### src/design/stage_pkg.sv
`default_nettype none

package stage_pkg;

    localparam int score_w = 6;

    typedef enum logic [1:0] {
        stage_menu = 2'd0,
        stage_game = 2'd1,
        stage_over = 2'd2
    } stage_t;

    typedef enum logic {
        role_master = 1'b0,
        role_slave  = 1'b1
    } role_t;

    typedef enum logic [1:0] {
        msg_connect = 2'd0,
        msg_start   = 2'd1,
        msg_score   = 2'd2
    } msg_kind_t;

    // kind sits in the top two bits in both views.
    typedef union packed {
        struct packed {
            msg_kind_t  kind;
            role_t      role;  // role of the sender.
            logic [4:0] rsvd;
        } cmd;
        struct packed {
            msg_kind_t          kind;
            logic [score_w-1:0] score;
        } score;
    } link_word_t;

endpackage

`default_nettype wire

### src/design/click_pulse.sv
`timescale 1ns/1ps
`default_nettype none

module click_pulse (
    input  logic clk,
    input  logic reset,
    input  logic mouse_left,
    output logic click
);

    logic sync0;
    logic sync1;
    logic sync1_d;

    always_ff @(posedge clk or posedge reset) begin
        if (reset) begin
            sync0   <= 1'b0;
            sync1   <= 1'b0;
            sync1_d <= 1'b0;
            click   <= 1'b0;
        end else begin
            sync0   <= mouse_left;  // async button input.
            sync1   <= sync0;
            sync1_d <= sync1;
            click   <= sync1 & ~sync1_d;  // rising edge only.
        end
    end

endmodule

`default_nettype wire

### src/design/button_hit.sv
`timescale 1ns/1ps
`default_nettype none

module button_hit #(
    parameter logic [9:0] start_x0   = 10'd270,
    parameter logic [9:0] start_x1   = 10'd370,
    parameter logic [9:0] start_y0   = 10'd260,
    parameter logic [9:0] start_y1   = 10'd300,
    parameter logic [9:0] connect_x0 = 10'd270,
    parameter logic [9:0] connect_x1 = 10'd370,
    parameter logic [9:0] connect_y0 = 10'd200,
    parameter logic [9:0] connect_y1 = 10'd240,
    parameter logic [9:0] return_x0  = 10'd270,
    parameter logic [9:0] return_x1  = 10'd370,
    parameter logic [9:0] return_y0  = 10'd320,
    parameter logic [9:0] return_y1  = 10'd360
) (
    input  logic [9:0] mouse_x,
    input  logic [9:0] mouse_y,
    input  logic       click,
    output logic       start_click,
    output logic       connect_click,
    output logic       return_click
);

    logic on_start;
    logic on_connect;
    logic on_return;

    // bounds are inclusive.
    assign on_start = (mouse_x >= start_x0) && (mouse_x <= start_x1)
                   && (mouse_y >= start_y0) && (mouse_y <= start_y1);
    assign on_connect = (mouse_x >= connect_x0) && (mouse_x <= connect_x1)
                     && (mouse_y >= connect_y0) && (mouse_y <= connect_y1);
    assign on_return = (mouse_x >= return_x0) && (mouse_x <= return_x1)
                    && (mouse_y >= return_y0) && (mouse_y <= return_y1);

    assign start_click   = click & on_start;
    assign connect_click = click & on_connect;
    assign return_click  = click & on_return;

endmodule

`default_nettype wire

### src/design/stage_ctrl.sv
`timescale 1ns/1ps
`default_nettype none

module stage_ctrl (
    input  logic                          clk,
    input  logic                          reset,
    input  logic                          start_click,
    input  logic                          connect_click,
    input  logic                          return_click,
    input  logic                          game_finish,
    input  logic [stage_pkg::score_w-1:0] score,
    input  logic                          recv_valid,
    input  stage_pkg::link_word_t         recv_word,
    output logic                          send_req,
    output stage_pkg::link_word_t         send_word,
    output stage_pkg::stage_t             stage,
    output stage_pkg::role_t              role,
    output logic                          linked,
    output logic [stage_pkg::score_w-1:0] peer_score,
    output logic                          game_init
);

    import stage_pkg::*;

    stage_t             stage_next;
    role_t              role_next;
    logic               peer_connect;
    logic               peer_connect_next;
    logic               sent_connect;
    logic               sent_connect_next;
    logic               send_next;
    link_word_t         word_next;
    logic [score_w-1:0] peer_score_next;
    logic               got_connect;
    logic               got_start;
    logic               got_score;

    assign got_connect = recv_valid && (recv_word.cmd.kind == msg_connect);
    assign got_start   = recv_valid && (recv_word.cmd.kind == msg_start);
    assign got_score   = recv_valid && (recv_word.score.kind == msg_score);

    assign game_init = (stage != stage_game);

    always_ff @(posedge clk or posedge reset) begin
        if (reset) begin
            stage        <= stage_menu;
            role         <= role_master;
            peer_connect <= 1'b0;
            sent_connect <= 1'b0;
            linked       <= 1'b0;
            send_req     <= 1'b0;
            peer_score   <= '0;
        end else begin
            stage        <= stage_next;
            role         <= role_next;
            peer_connect <= peer_connect_next;
            sent_connect <= sent_connect_next;
            linked       <= sent_connect_next & peer_connect_next;  // both sides said hello.
            send_req     <= send_next;
            peer_score   <= peer_score_next;
        end
    end

    always_ff @(posedge clk) begin
        if (send_next) begin
            send_word <= word_next;
        end
    end

    always_comb begin
        stage_next        = stage;
        role_next         = role;
        peer_connect_next = peer_connect | got_connect;
        sent_connect_next = sent_connect;
        send_next         = 1'b0;
        word_next         = '0;
        peer_score_next   = peer_score;

        case (stage)
            stage_menu: begin
                if (connect_click) begin
                    // the later board to connect becomes the slave.
                    role_next          = peer_connect ? role_slave : role_master;
                    sent_connect_next  = 1'b1;
                    send_next          = 1'b1;
                    word_next.cmd.kind = msg_connect;
                    word_next.cmd.role = role_next;
                end else if (start_click && role == role_master) begin
                    stage_next         = stage_game;
                    send_next          = 1'b1;
                    word_next.cmd.kind = msg_start;
                    word_next.cmd.role = role;
                end else if (got_start && role == role_slave) begin
                    stage_next = stage_game;
                end
            end
            stage_game: begin
                if (game_finish) begin
                    stage_next            = stage_over;
                    send_next             = 1'b1;
                    word_next.score.kind  = msg_score;
                    word_next.score.score = score;
                end else if (linked && got_score) begin
                    stage_next      = stage_over;
                    peer_score_next = recv_word.score.score;
                end
            end
            stage_over: begin
                if (return_click) begin
                    stage_next        = stage_menu;
                    peer_connect_next = 1'b0;  // role is kept.
                    sent_connect_next = 1'b0;
                end
            end
            default: begin
                stage_next = stage_menu;
            end
        endcase
    end

endmodule

`default_nettype wire

### src/design/link_port.sv
`timescale 1ns/1ps
`default_nettype none

module link_port #(
    parameter int bit_cycles = 4
) (
    input  logic                  clk,
    input  logic                  reset,
    input  logic                  send_req,
    input  stage_pkg::link_word_t send_word,
    output logic                  tx,
    input  logic                  rx,
    output logic                  recv_valid,
    output stage_pkg::link_word_t recv_word
);

    import stage_pkg::*;

    localparam int cnt_w = (bit_cycles > 1) ? $clog2(bit_cycles) : 1;
    localparam logic [cnt_w-1:0] last_cyc = cnt_w'(bit_cycles - 1);
    localparam logic [cnt_w-1:0] mid_cyc = cnt_w'((bit_cycles >= 2) ? bit_cycles / 2 - 1 : 0);

    link_word_t       q_mem [2];
    logic             rd_ptr;
    logic             wr_ptr;
    logic [1:0]       q_count;
    logic             push;
    logic             pop;
    logic             bypass;

    logic             tx_busy;
    logic             tx_load;
    link_word_t       tx_word;
    logic [9:0]       tx_frame;
    logic [cnt_w-1:0] tx_cyc;
    logic [3:0]       tx_bits;

    logic             rx_s0;
    logic             rx_s1;
    logic             rx_busy;
    logic             rx_mid;
    logic [cnt_w-1:0] rx_cyc;
    logic [3:0]       rx_bits;
    logic [7:0]       rx_shift;

    assign tx_load = !tx_busy && (q_count != 2'd0 || send_req);
    assign bypass  = tx_load && (q_count == 2'd0);  // straight to the shifter.
    assign pop     = tx_load && (q_count != 2'd0);
    assign push    = send_req && !bypass && (q_count != 2'd2);  // full queue drops.
    assign tx_word = bypass ? send_word : q_mem[rd_ptr];

    always_ff @(posedge clk) begin
        if (push) begin
            q_mem[wr_ptr] <= send_word;
        end
    end

    always_ff @(posedge clk or posedge reset) begin
        if (reset) begin
            rd_ptr  <= 1'b0;
            wr_ptr  <= 1'b0;
            q_count <= 2'd0;
        end else begin
            if (push) begin
                wr_ptr <= ~wr_ptr;
            end
            if (pop) begin
                rd_ptr <= ~rd_ptr;
            end
            case ({push, pop})
                2'b10:   q_count <= q_count + 2'd1;
                2'b01:   q_count <= q_count - 2'd1;
                default: q_count <= q_count;
            endcase
        end
    end

    // frame is {stop, data lsb first, start}, shifted out from bit 0.
    always_ff @(posedge clk or posedge reset) begin
        if (reset) begin
            tx_busy  <= 1'b0;
            tx_frame <= '1;
            tx_cyc   <= '0;
            tx_bits  <= 4'd0;
        end else if (tx_load) begin
            tx_busy  <= 1'b1;
            tx_frame <= {1'b1, tx_word, 1'b0};
            tx_cyc   <= '0;
            tx_bits  <= 4'd0;
        end else if (tx_busy) begin
            if (tx_cyc == last_cyc) begin
                tx_cyc   <= '0;
                tx_frame <= {1'b1, tx_frame[9:1]};  // idle ones fill in.
                tx_bits  <= tx_bits + 4'd1;
                if (tx_bits == 4'd9) begin
                    tx_busy <= 1'b0;
                end
            end else begin
                tx_cyc <= tx_cyc + cnt_w'(1);
            end
        end
    end

    assign tx = tx_frame[0];

    always_ff @(posedge clk or posedge reset) begin
        if (reset) begin
            rx_s0 <= 1'b1;
            rx_s1 <= 1'b1;
        end else begin
            rx_s0 <= rx;
            rx_s1 <= rx_s0;
        end
    end

    assign rx_mid = rx_busy && (rx_cyc == mid_cyc);

    always_ff @(posedge clk or posedge reset) begin
        if (reset) begin
            rx_busy    <= 1'b0;
            rx_cyc     <= '0;
            rx_bits    <= 4'd0;
            recv_valid <= 1'b0;
        end else begin
            recv_valid <= 1'b0;
            if (!rx_busy) begin
                if (!rx_s1) begin
                    rx_busy <= 1'b1;
                    rx_cyc  <= '0;
                    rx_bits <= 4'd0;
                end
            end else begin
                rx_cyc <= (rx_cyc == last_cyc) ? '0 : rx_cyc + cnt_w'(1);
                if (rx_mid) begin
                    rx_bits <= rx_bits + 4'd1;
                    if (rx_bits == 4'd0 && rx_s1) begin
                        rx_busy <= 1'b0;  // glitch, not a start bit.
                    end else if (rx_bits == 4'd9) begin
                        rx_busy    <= 1'b0;
                        recv_valid <= rx_s1;  // bad stop bit drops the byte.
                    end
                end
            end
        end
    end

    always_ff @(posedge clk) begin
        if (rx_mid && rx_bits >= 4'd1 && rx_bits <= 4'd8) begin
            rx_shift <= {rx_s1, rx_shift[7:1]};
        end
        if (rx_mid && rx_bits == 4'd9 && rx_s1) begin
            recv_word <= rx_shift;
        end
    end

endmodule

`default_nettype wire

### src/design/game_stage_top.sv
`timescale 1ns/1ps
`default_nettype none

module game_stage_top #(
    parameter int         bit_cycles = 4,
    parameter logic [9:0] start_x0   = 10'd270,
    parameter logic [9:0] start_x1   = 10'd370,
    parameter logic [9:0] start_y0   = 10'd260,
    parameter logic [9:0] start_y1   = 10'd300,
    parameter logic [9:0] connect_x0 = 10'd270,
    parameter logic [9:0] connect_x1 = 10'd370,
    parameter logic [9:0] connect_y0 = 10'd200,
    parameter logic [9:0] connect_y1 = 10'd240,
    parameter logic [9:0] return_x0  = 10'd270,
    parameter logic [9:0] return_x1  = 10'd370,
    parameter logic [9:0] return_y0  = 10'd320,
    parameter logic [9:0] return_y1  = 10'd360
) (
    input  logic                          clk,
    input  logic                          reset,
    input  logic                          mouse_left,
    input  logic [9:0]                    mouse_x,
    input  logic [9:0]                    mouse_y,
    input  logic                          game_finish,
    input  logic [stage_pkg::score_w-1:0] score,
    input  logic                          rx,
    output logic                          tx,
    output stage_pkg::stage_t             stage,
    output stage_pkg::role_t              role,
    output logic                          linked,
    output logic [stage_pkg::score_w-1:0] peer_score,
    output logic                          game_init
);

    import stage_pkg::*;

    logic       click;
    logic       start_click;
    logic       connect_click;
    logic       return_click;
    logic       send_req;
    logic       recv_valid;
    link_word_t send_word;
    link_word_t recv_word;

    click_pulse u_click (
        .clk        (clk),
        .reset      (reset),
        .mouse_left (mouse_left),
        .click      (click)
    );

    button_hit #(
        .start_x0   (start_x0),   .start_x1   (start_x1),
        .start_y0   (start_y0),   .start_y1   (start_y1),
        .connect_x0 (connect_x0), .connect_x1 (connect_x1),
        .connect_y0 (connect_y0), .connect_y1 (connect_y1),
        .return_x0  (return_x0),  .return_x1  (return_x1),
        .return_y0  (return_y0),  .return_y1  (return_y1)
    ) u_hit (
        .mouse_x       (mouse_x),
        .mouse_y       (mouse_y),
        .click         (click),
        .start_click   (start_click),
        .connect_click (connect_click),
        .return_click  (return_click)
    );

    stage_ctrl u_ctrl (
        .clk           (clk),
        .reset         (reset),
        .start_click   (start_click),
        .connect_click (connect_click),
        .return_click  (return_click),
        .game_finish   (game_finish),
        .score         (score),
        .recv_valid    (recv_valid),
        .recv_word     (recv_word),
        .send_req      (send_req),
        .send_word     (send_word),
        .stage         (stage),
        .role          (role),
        .linked        (linked),
        .peer_score    (peer_score),
        .game_init     (game_init)
    );

    link_port #(
        .bit_cycles (bit_cycles)
    ) u_link (
        .clk        (clk),
        .reset      (reset),
        .send_req   (send_req),
        .send_word  (send_word),
        .tx         (tx),
        .rx         (rx),
        .recv_valid (recv_valid),
        .recv_word  (recv_word)
    );

endmodule

`default_nettype wire

### config.mk
export PLATFORM = sky130hd
export DESIGN_NAME = game_stage_top
export DESIGN_NICKNAME = d
export VERILOG_FILES = /design/src/design/stage_pkg.sv /design/src/design/click_pulse.sv /design/src/design/button_hit.sv /design/src/design/stage_ctrl.sv /design/src/design/link_port.sv /design/src/design/game_stage_top.sv
export SDC_FILE = /design/constraint.sdc
export NUM_CORES = 1
export LEC_CHECK = 0
export ABC_AREA = 1
export BUFFER_PORTS_ARGS = -buffer_cell sky130_fd_sc_hd__buf_4
export CORE_AREA = 3 3 103 105
export DETAILED_ROUTE_END_ITERATION = 10
export DIE_AREA = 0 0 106 108
export SETUP_SLACK_MARGIN = 0.02
export SLEW_MARGIN = 10
export SYNTH_ARGS = -nofsm -noshare
export SYNTH_HDL_FRONTEND = slang
export SYNTH_HIERARCHICAL = 1
export SYNTH_SLANG_ARGS = --single-unit
### constraint.sdc
create_clock -name clk -period 1.6 [get_ports clk]
set_input_delay 0.16 -clock clk [delete_from_list [all_inputs] [get_ports clk]]
set_output_delay 0.16 -clock clk [all_outputs]
set_load 0.03 [all_outputs]
# Word level (Yosys, flattened, before mapping)

Memories as Yosys holds them, arrays and structs flattened.
Index checks and enable logic that the tools add are counted.

Register bits: 72
Bits in writable memories: 16
Input bits: 31
Logic and storage cells: 169
Memories kept: 1

Add/subtract/negate cells: 6
Magnitude comparators: 10
Equal/unequal tests: 19
Multiplexer cells: 53
Bitwise operators: 11
Reductions and logical operators: 41

Memory list:

| memory       | depth | width | rd ports | clocked after memory_dff | write ports | RTL line        | RTL |
|---|---|---|---|---|---|---|---|
| u_link.q_mem | 2     | 8     | 1        | 0                        | 1           | link_port.sv:23 | `link_word_t q_mem [2];` |

Operators by type and width:

| kind                                                                | count |
|---|---|
| greater-or-equal comparator 10 x 9 -> 1 bit (second input constant) | 3 |
| less-or-equal comparator 10 x 9 -> 1 bit (second input constant)    | 3 |
| two-way mux 10 bit                                                  | 3 |
| two-way mux 2 bit                                                   | 13 |
| logical AND 1 bit                                                   | 24 |
| two-way mux 4 bit                                                   | 6 |
| two-way mux 1 bit                                                   | 23 |
| two-way mux 8 bit                                                   | 2 |
| equality test 2 bit (second input constant)                         | 5 |
| greater-or-equal comparator 10 x 8 -> 1 bit (second input constant) | 1 |
| less-or-equal comparator 10 x 8 -> 1 bit (second input constant)    | 1 |
| != test 2 bit (second input constant)                               | 5 |
| adder 4 x 1 -> 4 bit (second input constant)                        | 2 |
| equality test 2 x 1 -> 1 bit (second input constant)                | 4 |
| equality test 4 bit (second input constant)                         | 2 |
| AND reduction 2 bit                                                 | 4 |
| nonzero test 2 bit                                                  | 4 |
| adder 2 x 1 -> 2 bit (second input constant)                        | 3 |
| zero test 2 bit                                                     | 3 |
| case mux 2 bit (3 select lines)                                     | 1 |
| case mux 3 bit (2 select lines)                                     | 1 |
| bitwise AND 1 bit                                                   | 5 |
| NOT 1 bit                                                           | 5 |
| greater-or-equal comparator 4 x 1 -> 1 bit (second input constant)  | 1 |
| other kinds (14)                                                    | 16 |

# Logic depth before layout (Yosys ltp)

Depth after elaboration: 9
Gate-level depth with buffers: 14
Gate-level depth less buffers: 14

# Cells and area by module

The synthesis kept the hierarchy.

By module, submodules not included:

| module      | instances | cells an instance | area an instance (um2) | seq. area each (um2) |
|---|---|---|---|---|
| link_port   | 1         | 237               | 2583.7                 | 1725.4 |
| stage_ctrl  | 1         | 99                | 948.4                  | 565.5 |
| button_hit  | 1         | 61                | 254.0                  | 0.0 |
| click_pulse | 1         | 7                 | 113.9                  | 100.1 |

# Worst setup path after synthesis

OpenSTA, ideal clock, no wires.

Path kind: reg-to-reg
Start point: register u_link.rx_bits[0]
End point: register u_link.rx_shift[0], enable pin
Setup time: 0.386 ns
Arrival: 1.434 ns
Required time: 1.214 ns
Slack: -0.220 ns
Stages on the path, launching flop included: 6
Clock period less this slack: 1.820 ns
Path through: dfrtp_1 inv_1 ha_1 nand2_1 nor3_1 a211oi_1

Longest elaborated chain between the ends: 3

Ends and longest elaborated chain:

| item                                       | RTL line         | RTL |
|---|---|---|
| start, declared                            | link_port.sv:43  | `logic [3:0] rx_bits;` |
| start signal, assigned                     | link_port.sv:135 | `rx_bits <= rx_bits + 4'd1;` |
| greater-or-equal comparator 4 x 1 -> 1 bit | link_port.sv:148 | `if (rx_mid && rx_bits >= 4'd1 && rx_bits <= 4'd8) begin` |
| logical AND 1 bit                          | link_port.sv:148 |  |
| logical AND 1 bit *                        | link_port.sv:148 |  |
| end signal, assigned                       | link_port.sv:149 | `rx_shift <= {rx_s1, rx_shift[7:1]};` |
| end, declared                              | link_port.sv:44  | `logic [7:0] rx_shift;` |

Mark *: on every way between the ends. The rest lies on a longest branch, timed or not.
A chain may end at the register's enable or synchronous reset.

# Final worst setup path

Start point: register u_click.click
End point: register u_ctrl/send_word[1] in the netlist's numbering, enable pin

Longest elaborated chain between the ends: 5

Ends and longest elaborated chain:

| item                            | RTL line             | RTL |
|---|---|---|
| start, declared                 | click_pulse.sv:8     | `output logic click` |
| start signal, assigned          | click_pulse.sv:25    | `click <= sync1 & ~sync1_d;` |
| bitwise AND 1 bit               | button_hit.sv:38     | `assign start_click = click & on_start;` |
| named net start_click           | game_stage_top.sv:38 | `logic start_click;` |
| logical AND 1 bit               | stage_ctrl.sv:88     | `end else if (start_click && role == role_master) begin` |
| two-way mux 1 bit               | stage_ctrl.sv:88     |  |
| two-way mux 1 bit               | stage_ctrl.sv:81     | `if (connect_click) begin` |
| case mux 1 bit (2 select lines) | stage_ctrl.sv:79     | `case (stage)` |
| named net u_ctrl.send_next      | stage_ctrl.sv:31     | `logic send_next;` |
| end signal, assigned            | stage_ctrl.sv:66     | `send_word <= word_next;` |
| end, declared                   | stage_ctrl.sv:15     | `output stage_pkg::link_word_t send_word,` |

The timed path passes the listed nets, and every way through them passes these cells.

==> impl_metrics.json <==
{
  "path_clk_slew_ns": 0.09,
  "syn_area_per_cell_um2": 9.653,
  "htreeDepth": 3,
  "ys_ff_latch": 87,
  "synth_top_family_by_area": "simple AND/OR/NAND/NOR gates",
  "ir_drop_mv": 0.7380,
  "drtPass1Iterations": 4,
  "rows": 36,
  "finalPower_mw": 6.839,
  "cts_made_buffers": 9,
  "drt-vias-per-instance": 4.440,
  "yosysUniqueCellTypes": 29,
  "dpl.cell_count": 593,
  "fin_ws_ns": -0.02066,
  "num_vias": 2735,
  "grt_pass1_wl_mm": 12.10,
  "drv_slew": 0,
  "first_global_vias": 2740,
  "antenna_left": 0,
  "min-delay-start": "score[4]",
  "tightest_slew_ns": 0.5584,
  "final_cell_mix": "93 x nand2_1, 63 x buf_4, 60 x inv_1, 42 x nor2_1, 40 x edfxtp_1",
  "postLayoutCellArea_um2": 4773,
  "cap_violations": 0,
  "syn-num-nets": 444,
  "r2r-start": "u_click/click",
  "r2r_setup_slack_ns": -0.02,
  "crit_type": "flip-flop to flip-flop",
  "core_area_um2": 9729,
  "status": "finished with violations",
  "yosys_warnings": 6,
  "rsz0062_at_grt": "true",
  "worstPathMaxFanout": 9,
  "nets": 518,
  "max_freq_ghz": 0.6170,
  "synth_edf_count": 40,
  "crit_required_ns": 1.66,
  "endpoint_kind": "flip-flop",
  "layout.cells.non_filler": 616,
  "hp-class": "input pin to flip-flop",
  "dpl_cell_area_um2": 4501,
  "violations": "setup timing",
  "start_kind": "flip-flop",
  "antenna_found_initial": 0,
  "synth_ff_type": "edfxtp_1",
  "grt_usage_pct": 13.22,
  "final.period_utilization_pct": 101.3,
  "syn_area_um2": 3900,
  "min_to": "u_ctrl/send_word[4]",
  "start_util_pct": 40.08,
  "cp_data_arrival_time_ns": 1.68,
  "yosysTopAreaCellShare_pct": 30.80,
  "drc": 0,
  "antenna_cells": 0,
  "whs_ns": 0.1126,
  "rr_endpoint": "u_ctrl/send_word[1]",
  "syn_inst": 404,
  "hpwlAfterDp_mm": 5.160,
  "clock_latency_ns": 0.35,
  "cts_tree": "done",
  "cts.sinks": 87,
  "synth_compound_area_share_pct": 6.769,
  "grt_overflow": 0,
  "ys_seq_area_share_pct": 61.31,
  "cts-root-buf": "clkbuf_8",
  "min_path_cells": 3,
  "powerDensity_nw_per_um2": 1433,
  "ff2ff_path_depth": 11,
  "synth-xor-area-share_pct": 1.347,
  "io_buffers": 42,
  "final-hold-violation-count": 0,
  "io_pins": 43,
  "synth_area_leaders": "edfxtp_1 31%, dfrtp_1 23%, nand2_1 9.0%, dfstp_2 7.4%, inv_1 5.9%",
  "drtIter0Drc": 134,
  "die_x_um": 106,
  "synthSimpleGateAreaFrac_pct": 20.85,
  "layout_commonest_cell": "nand2_1",
  "synth_fa_ha_area_share_pct": 2.887,
  "cts.path.max_buffers": 2,
  "synth_mux_area_share_pct": 0,
  "grt_start_max_net_pins": 31,
  "setup_tns_ns": -0.1637,
  "die_y_um": 108,
  "drt_wl_total_mm": 7.066,
  "slew_headroom_pct": 62.73,
  "skew_ns": 0.01305,
  "gp_congestion": 0.8160,
  "routedWlPerCell_um": 11.47,
  "syn_to_final_growth_pct": 22.39,
  "dieArea_um2": 11450,
  "synth_area_leader_cell": "edfxtp_1",
  "drive_gt1_share_pct": 26.09,
  "setup_violations": 8,
  "period_minus_slack_ns": 1.621,
  "total_leakage_power_nw": 2.215,
  "synth_async_sr_flop_share_pct": 54.02
}
stage by stage:
step	utilization [%]	setup slack, ns
6_report	49.06	-0.02066
5_1_grt	49.06	-0.1720
4_1_cts	48.53	-0.05008
3_5_place_dp	46.26	-0.07868
3_3_place_gp	46.26	-0.04045
2_1_floorplan	-	-0.1873
report_power, final:
group | switching [mW] | total (mW) | internal (mW) | leakage, nW
logic | 1.23 | 2.06 | 0.832 | 1.19
clock network | 0.809 | 1.43 | 0.625 | 0.0870
registers | 0.334 | 3.34 | 3.01 | 0.933
total | 2.37 | 6.84 | 4.47 | 2.22
cell type report:
cell class                 count  area, um2
fill                         941       4956
sequential                    87       2391
multi-input combinational    249       1272
timing repair buffer          67      514.2
inverter                      64      240.2
tap                          133      166.4
clock buffer                  10      137.6
clock inverter                 6      51.30
sequential cells by signal, summed over array words and instances (netlist names), 2 cells and up:
| register | count |
|---|---|
| u_ctrl/send_word | 8 |
| u_link/rx_cyc | 2 |
| u_link/tx_frame | 9 |
| u_link/q_mem | 16 |
| u_link/recv_word | 8 |
| u_ctrl/peer_score | 6 |
| u_link/tx_bits | 4 |
| u_link/q_count | 2 |
| u_link/tx_cyc | 2 |
| u_link/rx_shift | 8 |
| u_link/rx_bits | 4 |
| u_ctrl/stage | 2 |
metal layers:
metal | global-route usage [%] | vias to the layer above | part of all wire [%]
li1 | - | 1437 | -
met3 | 3.642 | 7 | 3.0
met4 | 3.793 | 0 | 0.59
met2 | 22.95 | 34 | 51
met5 | 0 | - | 0
met1 | 16.27 | 1257 | 46
Yosys cell counts, types with 5 or more instances:
cell type   n
or2_2       5
ha_1        9
edfxtp_1   40
nand2_1    94
nor2_2      6
o21ai_0    15
nand3_1    24
dfrtp_1    36
o21ai_2     6
inv_1      61
nor2_1     44
dfstp_2    11
a21oi_1    16
nor3_1      5
worst max path at each step:
stage	start	endpoint	slack, ns	depth (start not counted)
floorplan	u_click/click	u_ctrl/send_word[0]	-0.19	10
global placement	mouse_y[7]	u_ctrl/send_word[0]	-0.04	13
detailed placement	mouse_y[7]	u_ctrl/send_word[1]	-0.08	13
CTS	u_click/click	u_ctrl/send_word[7]	-0.05	11
global route	u_click/click	u_ctrl/send_word[5]	-0.17	11
finish	u_click/click	u_ctrl/send_word[1]	-0.02	11
cell families after synthesis:
group	Yosys count
simple gates	188
fa+ha+maj	9
xor+xnor	6
buf+inv	68
compound gates	46
flops	87
worst max-delay path, cell delays in order, from the launching register on:
cell and delay (ns):
dfrtp_1 0.34, nand2_1 0.05, nor2_1 0.08, nand2_1 0.07, nor2_2 0.11, inv_2 0.05
nor2_1 0.09, inv_1 0.05, nor2_2 0.09, inv_1 0.06, o211ai_1 0.15, buf_4 0.19
timing repair:
| item | 4_1_cts | 5_1_grt |
|---|---|---|
| hold endpoints to repair | 38 | 0 |
| pin swaps | 0 | 1 |
| hold buffers | 3 | 0 |
| endpoints found under the setup margin | 8 | 30 |
| setup buffers | 0 | 4 |
| resized for setup | 1 | 8 |
Power figures use the tool's default switching activity.
